--- config.mk ---
export PLATFORM = sky130hd
export DESIGN_NAME = sobel_edge_detector
export DESIGN_NICKNAME = d
export VERILOG_FILES = /design/src/sobel_pkg.sv /design/src/isqrt_pipe.sv /design/src/sobel_edge_detector.sv
export VERILOG_INCLUDE_DIRS = /design/src /design/src/src
export SDC_FILE = /design/constraint.sdc
export NUM_CORES = 1
export LEC_CHECK = 0
export BUFFER_PORTS_ARGS = -buffer_cell sky130_fd_sc_hd__clkbuf_2
export CELL_PAD_IN_SITES_DETAIL_PLACEMENT = 0
export CELL_PAD_IN_SITES_GLOBAL_PLACEMENT = 1
export CORE_UTILIZATION = 52
export CTS_BUF_LIST = sky130_fd_sc_hd__clkbuf_4
export CTS_CLUSTER_SIZE = 14
export DETAILED_ROUTE_END_ITERATION = 10
export GPL_TIMING_DRIVEN = 0
export PLACE_DENSITY = 0.94
export SETUP_SLACK_MARGIN = 0.5
export SLEW_MARGIN = 30
export SYNTH_ARGS = -nofsm -noshare
export SYNTH_HDL_FRONTEND = slang
export SYNTH_HIERARCHICAL = 1
export SYNTH_SLANG_ARGS = --single-unit
--- constraint.sdc ---
create_clock -name clk -period 7.06 [get_ports clk]
set_input_delay 1.412 -clock clk [delete_from_list [all_inputs] [get_ports clk]]
set_output_delay 1.412 -clock clk [all_outputs]
set_load 0.03 [all_outputs]
--- src/sobel_settings.svh ---
// Image geometry and datapath widths for the Sobel edge detector, included wherever sizes are needed
`ifndef SOBEL_SETTINGS_SVH
`define SOBEL_SETTINGS_SVH

//------------------------------------------------------------
// Frame geometry
//------------------------------------------------------------

`define SOBEL_IMG_HDISP 640	// Pixels per line, sets line buffer depth
`define SOBEL_IMG_VDISP 480	// Lines per frame

//------------------------------------------------------------
// Datapath widths
//------------------------------------------------------------

// Luminance sample width
`define SOBEL_PIX_W 8

// One square-root stage per result bit
// Magnitude of a 21-bit square sum needs 11 bits
`define SOBEL_SQRT_STAGES 11

`endif

--- src/sobel_pkg.sv ---
// Shared types for the Sobel edge detector, imported by every design module and the testbench
`include "sobel_settings.svh"

package sobel_pkg;

	// Camera timing, travels with every pipeline stage
	typedef struct packed {
		logic vsync;	// High for the whole frame
		logic href;	// High during the active part of a line
		logic clken;	// Pixel strobe
	} video_sync_t;

	typedef logic [`SOBEL_PIX_W-1:0] pixel_t;	// One luminance sample

	// 3x3 neighbourhood, row 1 is the oldest line, column 1 the oldest pixel
	typedef struct packed {
		pixel_t p11, p12, p13;
		pixel_t p21, p22, p23;
		pixel_t p31, p32, p33;
	} window_t;

	typedef logic [`SOBEL_PIX_W+1:0]   grad_t;	// |G| up to 4 * 255
	typedef logic [2*`SOBEL_PIX_W+4:0] sq_t;	// Gx^2 + Gy^2
	typedef logic [`SOBEL_SQRT_STAGES-1:0] mag_t;	// Floor of the square root

	// Which line buffer rows hold real data for the current line
	typedef enum logic [1:0] {
		ROW_FIRST,	// Top line, both older rows padded
		ROW_SECOND,	// Only row r-1 valid
		ROW_FULL	// Both buffers valid
	} row_state_e;

endpackage

--- src/isqrt_pipe.sv ---
// Pipelined non-restoring integer square root, one new result every clock after a fixed latency
`include "sobel_settings.svh"

module isqrt_pipe
(
	input  logic            clk,
	input  logic            rst_n,
	input  sobel_pkg::sq_t  sq,
	input  logic            in_valid,
	output sobel_pkg::mag_t root,
	output logic            out_valid
);
	import sobel_pkg::*;

	localparam int N    = `SOBEL_SQRT_STAGES;	// Result bits, one per stage
	localparam int RW   = N + 2;	// Signed remainder width
	localparam int RADW = 2 * N;	// Radicand, two bits consumed per stage

	typedef logic signed [RW-1:0] rem_t;
	typedef logic [RADW-1:0]      rad_t;

	// State handed from one stage to the next
	typedef struct packed {
		rem_t rem;	// Partial remainder, may go negative
		mag_t root;	// Result bits decided so far
	} step_t;

	rad_t         rad_in;
	step_t        st_q  [N];
	rad_t         rad_q [N];	// Radicand bits not yet consumed
	logic [N-1:0] vld_q;

	assign rad_in = rad_t'(sq);	// Zero-extend to an even bit count

	// One root bit, subtract the trial value on a positive remainder, add it back otherwise
	function automatic step_t nr_step(input rem_t rem, input mag_t q, input logic [1:0] pair);
		rem_t  shifted;
		step_t res;
		shifted = {rem[RW-3:0], pair};	// Bring down the next two bits
		if (!rem[RW-1])
			res.rem = shifted - {q, 2'b01};
		else
			res.rem = shifted + {q, 2'b11};
		res.root = {q[N-2:0], ~res.rem[RW-1]};	// Bit is 1 when remainder stays >= 0
		return res;
	endfunction

	//------------------------------------------------------------
	// Datapath stages
	//------------------------------------------------------------

	always_ff @(posedge clk)
	begin
		st_q[0]  <= nr_step('0, '0, rad_in[RADW-1 -: 2]);
		rad_q[0] <= rad_in << 2;
		for (int s = 1; s < N; s++)
		begin
			st_q[s]  <= nr_step(st_q[s-1].rem, st_q[s-1].root, rad_q[s-1][RADW-1 -: 2]);
			rad_q[s] <= rad_q[s-1] << 2;
		end
	end

	// Valid tag rides along with the data
	always_ff @(posedge clk or negedge rst_n)
	begin
		if (!rst_n)
			vld_q <= '0;
		else
			vld_q <= {vld_q[N-2:0], in_valid};
	end

	assign root      = st_q[N-1].root;	// Floor square root after N clocks
	assign out_valid = vld_q[N-1];

endmodule

--- src/sobel_edge_detector.sv ---
// Sobel magnitude and threshold stages, turns each 3x3 window into a one-bit edge flag 15 clocks later
`include "sobel_settings.svh"

module sobel_edge_detector
(
	input  logic                   clk,
	input  logic                   rst_n,
	input  sobel_pkg::video_sync_t win_sync,
	input  sobel_pkg::window_t     win,
	input  sobel_pkg::pixel_t      threshold,
	output sobel_pkg::video_sync_t out_sync,
	output logic                   edge_bit
);
	import sobel_pkg::*;

	// Two gradient stages, the square sum, the root and the compare
	localparam int LAT = `SOBEL_SQRT_STAGES + 4;

	grad_t gx_pos, gx_neg;	// Right and left columns
	grad_t gy_pos, gy_neg;	// Top and bottom rows
	grad_t gx, gy;
	sq_t   square;
	mag_t  root;
	logic  root_valid;	// Delayed href from the root pipeline

	video_sync_t [LAT-1:0] sync_dly;

	// Weighted 1-2-1 tap sum
	function automatic grad_t tap_sum(input pixel_t a, input pixel_t b, input pixel_t c);
		return grad_t'(a) + grad_t'({b, 1'b0}) + grad_t'(c);
	endfunction

	function automatic grad_t abs_diff(input grad_t a, input grad_t b);
		return (a >= b) ? a - b : b - a;
	endfunction

	//------------------------------------------------------------
	// Gradients and square sum
	//------------------------------------------------------------

	always_ff @(posedge clk)
	begin
		// Stage 1
		gx_pos <= tap_sum(win.p13, win.p23, win.p33);
		gx_neg <= tap_sum(win.p11, win.p21, win.p31);
		gy_pos <= tap_sum(win.p11, win.p12, win.p13);
		gy_neg <= tap_sum(win.p31, win.p32, win.p33);
		// Stage 2, absolute gradients
		gx <= abs_diff(gx_pos, gx_neg);
		gy <= abs_diff(gy_pos, gy_neg);
		// Stage 3
		square <= sq_t'(gx) * sq_t'(gx) + sq_t'(gy) * sq_t'(gy);
	end

	// Square root, tagged with href of the square sum stage
	isqrt_pipe u_isqrt
	(
		.clk       (clk),
		.rst_n     (rst_n),
		.sq        (square),
		.in_valid  (sync_dly[2].href),
		.root      (root),
		.out_valid (root_valid)
	);

	//------------------------------------------------------------
	// Threshold and sync delay
	//------------------------------------------------------------

	// Flag only inside the active line
	always_ff @(posedge clk or negedge rst_n)
	begin
		if (!rst_n)
			edge_bit <= 1'b0;
		else
			edge_bit <= root_valid && (root >= mag_t'(threshold));
	end

	always_ff @(posedge clk or negedge rst_n)
	begin
		if (!rst_n)
			sync_dly <= '0;
		else
			sync_dly <= {sync_dly[LAT-2:0], win_sync};
	end

	assign out_sync = sync_dly[LAT-1];	// Lines up with edge_bit

endmodule

==> results of run 1 <==
[how the worst max path moves through the flow]
stage                             start  slack [ns]                  to
final                     gx[8]$_DFF_P_        0.78  square[17]$_DFF_P_
after global routing      gx[2]$_DFF_P_        0.47  square[15]$_DFF_P_
after CTS                 gy[0]$_DFF_P_        0.54  square[20]$_DFF_P_
after detailed placement  gy[0]$_DFF_P_        0.61  square[15]$_DFF_P_
after global placement    gx[2]$_DFF_P_        0.68  square[15]$_DFF_P_
after floorplan           gx[2]$_DFF_P_        1.18  square[13]$_DFF_P_
[final cells by class]
| cell class | instances | area [um2] |
|---|---|---|
| Timing Repair Buffer | 80 | 402.9 |
| Multi-Input combinational cell | 1352 | 12610 |
| Clock buffer | 147 | 1104 |
| Buffer | 40 | 230.2 |
| Antenna cell | 3 | 7.507 |
| Sequential cell | 416 | 8615 |
| Clock inverter | 26 | 200.2 |
| Inverter | 303 | 1137 |
| Fill cell | 3557 | 17390 |
| Tap cell | 577 | 721.9 |
[cells in the final DEF, fill, tap and decap left out, types with 25 or more instances in the layout]
cell type,synthesis,final
nand2_1,118,118
nor3_1,25,25
and2_1,46,46
dfrtp_1,57,57
o21ai_0,51,51
inv_1,303,303
xnor2_1,148,148
dfxtp_1,359,358
clkbuf_4,0,148
nand2b_1,26,26
clkbuf_2,2,92
ha_1,265,265
a21o_1,36,36
fa_1,166,166
a21oi_1,113,112
xor2_1,53,53
nor2_1,74,74
[kinds of logic after synthesis]
logic type,after synthesis
simple gates,381
fa+ha+maj,431
compound gates,323
buf+inv,343
xor+xnor,201
mux,16
flops,416
[metal layers]
layer | vias to the layer above | global-route usage | wire (um)
met5 | - | 0 | 0
met4 | 0 | 0.07199 | 872
met3 | 63 | 0.03620 | 1303
met2 | 260 | 0.3522 | 20840
met1 | 6908 | 0.2183 | 17070
li1 | 7318 | - | -
[sequential cells by signal (all words and copies together), names as in the netlist]
| name | flops |
|---|---|
| u_isqrt/st_q | 168 |
| gy_pos | 10 |
| edge_bit | 1 |
| gx_pos | 10 |
| sync_dly | 42 |
| u_isqrt/rad_q | 110 |
| gy | 10 |
| gx_neg | 10 |
| u_isqrt/vld_q | 11 |
| gx | 10 |
| square | 21 |
| gy_neg | 10 |
| out_sync | 3 |
[timing repair]
| item | CTS | global route |
|---|---|---|
| hold buffers | 0 | 0 |
| setup endpoints to repair | 0 | 8 |
| resized for setup | 0 | 25 |
[per-stage QoR]
step | utilization | instances | area (um2)
CTS | 0.5894 | 2941 | 25000
global route | 0.5900 | 2944 | 25020
global placement | 0.5586 | 2768 | 23690
finish | 0.5900 | 2944 | 25020
floorplan | - | 2111 | 22570
detailed placement | 0.5586 | 2768 | 23690
[synthesized netlist by cell type, drive strengths merged (11+ instances only)]
| cell type | number |
|---|---|
| o21a | 18 |
| fa | 166 |
| inv | 303 |
| ha | 265 |
| dfxtp | 359 |
| and2 | 47 |
| a21o | 38 |
| nand3 | 24 |
| mux2i | 14 |
| nor3 | 27 |
| o21ai | 65 |
| xnor2 | 148 |
| clkbuf | 22 |
| nor2b | 22 |
| dfrtp | 57 |
| o211ai | 11 |
| nand2 | 118 |
| a21oi | 114 |
| buf | 18 |
| nand2b | 26 |
| xor2 | 53 |
| nor2 | 74 |
| a211oi | 12 |
==> impl_metrics.tcl, run 1 <==
set metrics [dict create \
    status "finished, final reports clean" \
    synth_top_area_frac 0.3184 \
    fin_crit_sh 0.8890 \
    drc_errors 0 \
    setup_ws_ns 0.7837 \
    regToRegEndpoint "square[17]$_DFF_P_" \
    worstSkewPairLatency_ns 0.82 \
    cp_cell_sequence "clkbuf_2 > nand2_1 > fa_1 > fa_1 > inv_1 > fa_1 > fa_1 > fa_1 > fa_1 > inv_1 > fa_1 > inv_1 > ha_1 > a21o_1 > a311oi_1 > o21bai_1 > a21o_1 > a221oi_2 > xnor2_1" \
    muxShareOfSynthArea 0.007207 \
    start_kind "register" \
    ys_ff_latch 416 \
    drive_gt1_frac 0.1273 \
    avgSynthCellArea_um2 10.69 \
    synth-edff-count 0 \
    synth_xor_area_frac 0.07800 \
    slowest_stage "dfxtp_1" \
    worstHoldStart "u_isqrt/rad_q[3][17]$_DFF_P_" \
    overflow 0 \
    path_max_fanout 10 \
    critPathCaptureType "register" \
    grt_usage 0.1913 \
    seq_area_frac_synth 0.3816 \
    wl_um 40080 \
    max_freq_ghz 0.1593 \
    cp.buffers_inverters 4 \
    netlist_top_cells_area "dfxtp_1 32%, fa_1 15%, ha_1 15%" \
    path_clk_slew_ns 0.07 \
    antenna_found_initial 2 \
    arrival_ns 6.96 \
    rows 75 \
    relSlewSlack 0.5084 \
    maxCapViolCount 0 \
    reg2regPathDepth 19 \
    worst_path_dominant_cell_family "adder cells" \
    worstSetupPathType "register to register" \
    drtAntennaViolNets 0 \
    ys_async_sr_fraction 0.1370 \
    path_common_cell "fa_1" \
    avgRoutedWirePerCell_um 13.61 \
    setup_tns_ns 0 \
    ff2ff_setup_slack_ns 0.78 \
    place_congestion 0.8683 \
    min_to "u_isqrt/rad_q[4][19]$_DFF_P_" \
    cts_tree "built" \
    ys.flop_type "dfxtp_1" \
    grt_max_degree 58 \
    cts-htree-levels 3 \
    cts_buffers 102 \
    synth_top_family_by_area "adder cells" \
    num_io_pins 89 \
    required_ns 7.74 \
    areaGrowthSynthToFinish_pct 10.88 \
    grt_first_pass_wirelength_um 69200 \
    hold_path.class "register to register" \
    tightest_slew_ns 0.7373 \
    place_ws_ns 0.6147 \
    dr.pass1.iters 5 \
    start_util 0.5321 \
    post-route-min-period_ns 6.276 \
    reg2reg_from "gx[8]$_DFF_P_" \
    synth_simple_gate_area_frac 0.08410 \
    synth-compound-area-share 0.09491 \
    die_x_um 210.3 \
    setup_viol 0 \
    skew_ns 0.05719 \
    hold_viol 0 \
    clk_path_buf_depth 3 \
    slew_viol_final 0 \
    core_region_area_um2 42420 \
    synth_area_um2 22570 \
    hold-worst-slack_ns 0.2932 \
    io_buffers 80 \
    rsz0062_at_grt "no" \
    nets 2811 \
    syn_nets 2627 \
    post-cts-setup-buffers 0 \
    die_h_um 210.3 \
    grt_pass1_vias 15700 \
    slowest_delay_ns 0.54 \
    cts_sinks 416 \
    vias 14550 \
    whs_path_depth 0 \
    yosysUniqueCellTypes 77 \
    cts_root_buf "clkbuf_4" \
    place_hpwl_um 32320 \
    vias_per_cell 4.942 \
    crit_cells 19 \
    ys_warn_count 6 \
    die_area_um2 44240 \
    syn-instance-count 2111 \
    synthAdderAreaFrac 0.2942 \
    drt_iter0_drc 546 \
    yosysTopAreaCell "dfxtp_1" \
]
Power of run 1 is not shown: default switching activity piles up to over one toggle a cycle in this logic, so the estimate is an artifact.
==> inputs of run 2 (changes only) <==
--- a/config.mk
+++ b/config.mk
@@ -14,6 +14,7 @@
 export CTS_CLUSTER_SIZE = 14
 export DETAILED_ROUTE_END_ITERATION = 10
 export GPL_TIMING_DRIVEN = 0
+export MAX_ROUTING_LAYER = met4
 export PLACE_DENSITY = 0.94
 export SETUP_SLACK_MARGIN = 0.5
 export SLEW_MARGIN = 30
==> impl_metrics.tcl, run 2 (synthesized netlist as in run 1, its figures left out) <==
set metrics [dict create \
    setup_viol 0 \
    reg2reg_from "gy[0]$_DFF_P_" \
    met2_usage 0.3348 \
    fill_cells 3581 \
    dp_cells 2768 \
    cts_root_buf "clkbuf_4" \
    cts_buffers 101 \
    dr.pass1.iters 5 \
    grt_use_met1 0.2187 \
    place_hpwl_um 31880 \
    relSlewSlack 0.5234 \
    whs_path_depth 0 \
    min_to "u_isqrt/rad_q[2][18]$_DFF_P_" \
    path_max_fanout 10 \
    regMostFlops "u_isqrt/st_q" \
    required_ns 7.65 \
    overflow 0 \
    slew_viol_final 0 \
    cts-htree-levels 3 \
    setup_ws_ns 0.7528 \
    seqCellArea_um2 8615 \
    drt_iter0_drc 496 \
    worstSetupPathType "register to register" \
    grt-busiest-layer "met2" \
    max_freq_ghz 0.1585 \
    io_buffers 80 \
    grt_use_met3 0.03665 \
    vias_per_cell 4.915 \
    grt_max_degree 58 \
    nets 2810 \
    place_ws_ns 0.5861 \
    drc_errors 0 \
    drtAntennaViolNets 0 \
    final_common_cell "dfxtp_1" \
    drive_gt1_frac 0.1282 \
    critPathCaptureType "register" \
    ff2ff_setup_slack_ns 0.75 \
    start_kind "register" \
    setup_tns_ns 0 \
    multi_input_area_um2 12610 \
    final_cell_mix "358 x dfxtp_1, 303 x inv_1, 265 x ha_1" \
    antenna_found_initial 1 \
    top_regs "u_isqrt/st_q x168, u_isqrt/rad_q x110, sync_dly x42" \
    post-route-min-period_ns 6.307 \
    die_area_um2 44240 \
    vias 14500 \
    rsz0062_at_grt "yes" \
    status "finished, final reports clean" \
    worstSkewPairLatency_ns 0.79 \
    rows 75 \
    path_clk_slew_ns 0.06 \
    die_x_um 210.3 \
    hold_path.class "register to register" \
    num_io_pins 89 \
    hold_viol 0 \
    avgRoutedWirePerCell_um 13.27 \
    grt_usage 0.1918 \
    fin_crit_sh 0.8934 \
    die_h_um 210.3 \
    skew_ns 0.06890 \
    grt_pass1_vias 15340 \
    core_region_area_um2 42420 \
    start_util 0.5321 \
    arrival_ns 6.89 \
    place_congestion 0.8966 \
    largest_reg_flops 168 \
    reg2regPathDepth 18 \
    clk_path_buf_depth 3 \
    wl_um 39130 \
    grt_first_pass_wirelength_um 67630 \
    stdcell_count 2950 \
    worstHoldStart "u_isqrt/rad_q[1][16]$_DFF_P_" \
    cts_tree "built" \
    areaGrowthSynthToFinish_pct 11.13 \
    cts_sinks 416 \
    maxCapViolCount 0 \
    tightest_slew_ns 0.7148 \
    regToRegEndpoint "square[20]$_DFF_P_" \
]
==> run 2: cell count changes in the layout (fill, tap and decap cells not counted), sizes merged <==
cell / before / now
bufinv: 2 / 3
diode: 3 / 2
clkinv: 18 / 23
clkbuf: 248 / 250
buf: 19 / 18
==> run 2: layer usage <==
layer | wire (um) | vias to the layer above
li1 | - | 7314
met1 | 17210 | 6895
met2 | 19820 | 218
met3 | 1290 | 72
met4 | 816 | 0
met5 | 0 | -
==> run 2: cell type report <==
type	instances	share of cell area
multi-input cells	1352	0.5029
flip-flops and latches	416	0.3435
inverters	303	0.04535
clock buffers	148	0.04430
well taps	577	0.02878
repair buffers	80	0.01606
clock inverters	32	0.009777
plain buffers	40	0.009179
diodes	2	0.0001995
==> run 2: metrics by stage <==
stage	instance area (um2)	hold WS, ns	util
CTS	25050	0.2770	0.5906
global placement	23690	0.3105	0.5586
detailed placement	23690	0.3121	0.5586
finish	25080	0.2845	0.5913
floorplan	22570	0.3096	-
global route	25080	0.2924	0.5913
==> run 2: worst max-delay path by stage <==
stage	start	end	slack [ns]	depth (start not counted)
2_1_floorplan	gx[2]$_DFF_P_	square[13]$_DFF_P_	1.18	20
3_3_place_gp	gx[2]$_DFF_P_	square[15]$_DFF_P_	0.65	20
3_5_place_dp	gy[7]$_DFF_P_	square[17]$_DFF_P_	0.59	20
4_1_cts	gy[7]$_DFF_P_	square[17]$_DFF_P_	0.53	20
5_1_grt	gy[5]$_DFF_P_	square[17]$_DFF_P_	0.48	19
6_report	gy[0]$_DFF_P_	square[20]$_DFF_P_	0.75	18
==> run 2: timing repair <==
action / in CTS / in global routing
setup buffers: 0 / 0
setup endpoints to repair: 0 / 9
hold buffers: 0 / 0
resized for setup: 0 / 24
==> run 2: critical path, cell delays in order, from the launching register on <==
cell and delay [ns]:
dfxtp_1 0.42, clkbuf_2 0.24, nand2_1 0.17, fa_1 0.55, fa_1 0.55, inv_1 0.05, fa_1 0.50, fa_1 0.52
fa_1 0.52, fa_1 0.56, inv_1 0.06, fa_1 0.39, inv_1 0.06, ha_1 0.29, a21o_1 0.21, a31o_2 0.23
a211o_1 0.28, a21oi_1 0.32, o2111ai_1 0.17
Power of run 2 is left out for the same reason.
==> inputs of run 3 (changes only) <==
--- a/config.mk
+++ b/config.mk
@@ -9,6 +9,7 @@
 export BUFFER_PORTS_ARGS = -buffer_cell sky130_fd_sc_hd__clkbuf_2
 export CELL_PAD_IN_SITES_DETAIL_PLACEMENT = 0
 export CELL_PAD_IN_SITES_GLOBAL_PLACEMENT = 1
+export CORE_MARGIN = 2
 export CORE_UTILIZATION = 52
 export CTS_BUF_LIST = sky130_fd_sc_hd__clkbuf_4
 export CTS_CLUSTER_SIZE = 14
==> impl_metrics.tcl, run 3 (synthesized netlist as in run 1, its figures left out) <==
set metrics [dict create \
    status "finished, final reports clean" \
    cts_sinks 416 \
    vias_per_cell 4.934 \
    min_to "u_isqrt/rad_q[5][13]$_DFF_P_" \
    nets 2812 \
    reg2regPathDepth 19 \
    cts_tree "built" \
    maxCapViolCount 0 \
    place_congestion 0.9116 \
    required_ns 7.73 \
    worstHoldStart "u_isqrt/rad_q[4][11]$_DFF_P_" \
    slew_viol_final 0 \
    clk_path_buf_depth 3 \
    die_h_um 212.3 \
    start_kind "register" \
    start_util 0.5251 \
    dr.max_layer_used "met4" \
    fin_area_um2 24990 \
    routed-wl-met3_um 1412 \
    fin_crit_sh 0.8876 \
    drc_errors 0 \
    ff2ff_setup_slack_ns 0.79 \
    overflow 0 \
    wl_um 40150 \
    drtAntennaViolNets 0 \
    path_max_fanout 10 \
    core_region_area_um2 42980 \
    regMostFlops "u_isqrt/st_q" \
    whs_path_depth 0 \
    cts_buffers 101 \
    vias 14580 \
    fill_cells 3692 \
    critPathCaptureType "register" \
    hold_viol 0 \
    rsz0062_at_grt "no" \
    drt_iter0_drc 508 \
    reg2reg_from "gy[0]$_DFF_P_" \
    drive_gt1_frac 0.1242 \
    grt_max_degree 58 \
    setup_ws_ns 0.7934 \
    grt_pass1_vias 15520 \
    die_x_um 212.3 \
    final_cell_mix "359 x dfxtp_1, 303 x inv_1, 265 x ha_1" \
    final_common_cell "dfxtp_1" \
    stdcell_count 2955 \
    areaGrowthSynthToFinish_pct 10.71 \
    wl_met1_um 16910 \
    antenna_found_initial 2 \
    relSlewSlack 0.5250 \
    path_clk_slew_ns 0.06 \
    num_io_pins 89 \
    worstSkewPairLatency_ns 0.80 \
    met2_length_um 20710 \
    setup_tns_ns 0 \
    multi_input_area_um2 12620 \
    regToRegEndpoint "square[18]$_DFF_P_" \
    cts_root_buf "clkbuf_4" \
    arrival_ns 6.94 \
    grt_first_pass_wirelength_um 68420 \
    place_ws_ns 0.4643 \
    max_freq_ghz 0.1596 \
    largest_reg_flops 168 \
    avgRoutedWirePerCell_um 13.59 \
    worstSetupPathType "register to register" \
    place_area_um2 23700 \
    cts-htree-levels 3 \
    seqCellArea_um2 8613 \
    grt_usage 0.1926 \
    setup_viol 0 \
    dr.pass1.iters 5 \
    top_regs "u_isqrt/st_q x168, u_isqrt/rad_q x110, sync_dly x42" \
    tightest_slew_ns 0.7125 \
    place_hpwl_um 32680 \
    dp_cells 2776 \
    hold_path.class "register to register" \
    die_area_um2 45080 \
    ctsHoldBuffers 0 \
    skew_ns 0.05620 \
    rows 76 \
    io_buffers 80 \
    post-route-min-period_ns 6.267 \
]
run 3: cell count changes in the layout (fill, tap and decap cells not counted), sizes merged:
cell    delta
buf        +2
bufinv     -3
clkbuf     -8
clkinv     +8
diode      +1
inv        -3
run 3: per-stage QoR:
step                utilization  hold slack (ns)
global route             0.5813           0.2687
detailed placement       0.5515           0.3121
floorplan                     -           0.3096
global placement         0.5514           0.3110
finish                   0.5813           0.2846
CTS                      0.5804           0.2645
run 3: timing repair:
action | 4_1_cts | 5_1_grt
resized for setup | 1 | 19
pin swaps | 0 | 1
setup buffers | 0 | 2
setup endpoints to repair | 2 | 8
run 3: final cells by class:
cell class / instances / area share
Timing Repair Buffer: 82 / 0.01673
Sequential cell: 416 / 0.3447
Tap cell: 585 / 0.02930
Clock buffer: 140 / 0.04207
Antenna cell: 3 / 0.0003005
Inverter: 303 / 0.04552
Multi-Input combinational cell: 1352 / 0.5050
Clock inverter: 34 / 0.007261
Buffer: 40 / 0.009114
run 3: critical path, cell delays in order (launching register included):
cell and delay [ns]:
dfxtp_1 0.43, clkbuf_2 0.26, nand2_1 0.18, fa_1 0.56
fa_1 0.55, inv_1 0.06, fa_1 0.50, fa_1 0.52
fa_1 0.51, fa_1 0.54, inv_1 0.05, fa_1 0.39
inv_1 0.07, ha_1 0.30, a21o_1 0.24, a31o_2 0.23
a21o_1 0.18, a31o_1 0.24, a21bo_1 0.18, xor2_1 0.14
run 3: layer usage:
| metal | up-vias | global-route usage |
|---|---|---|
| met3 | 88 | 0.03870 |
| li1 | 7313 | - |
| met1 | 6916 | 0.2118 |
| met4 | 0 | 0.07644 |
| met5 | - | - |
| met2 | 263 | 0.3422 |
run 3: how the worst max path moves through the flow:
stage | from | to | cells after the start
finish | gy[0]$_DFF_P_ | square[18]$_DFF_P_ | 19
global route | gy[0]$_DFF_P_ | square[13]$_DFF_P_ | 18
CTS | gy[0]$_DFF_P_ | square[20]$_DFF_P_ | 19
detailed placement | gx[2]$_DFF_P_ | square[13]$_DFF_P_ | 20
global placement | gx[2]$_DFF_P_ | square[13]$_DFF_P_ | 20
floorplan | gx[2]$_DFF_P_ | square[13]$_DFF_P_ | 20
Power of run 3 is left out for the same reason.
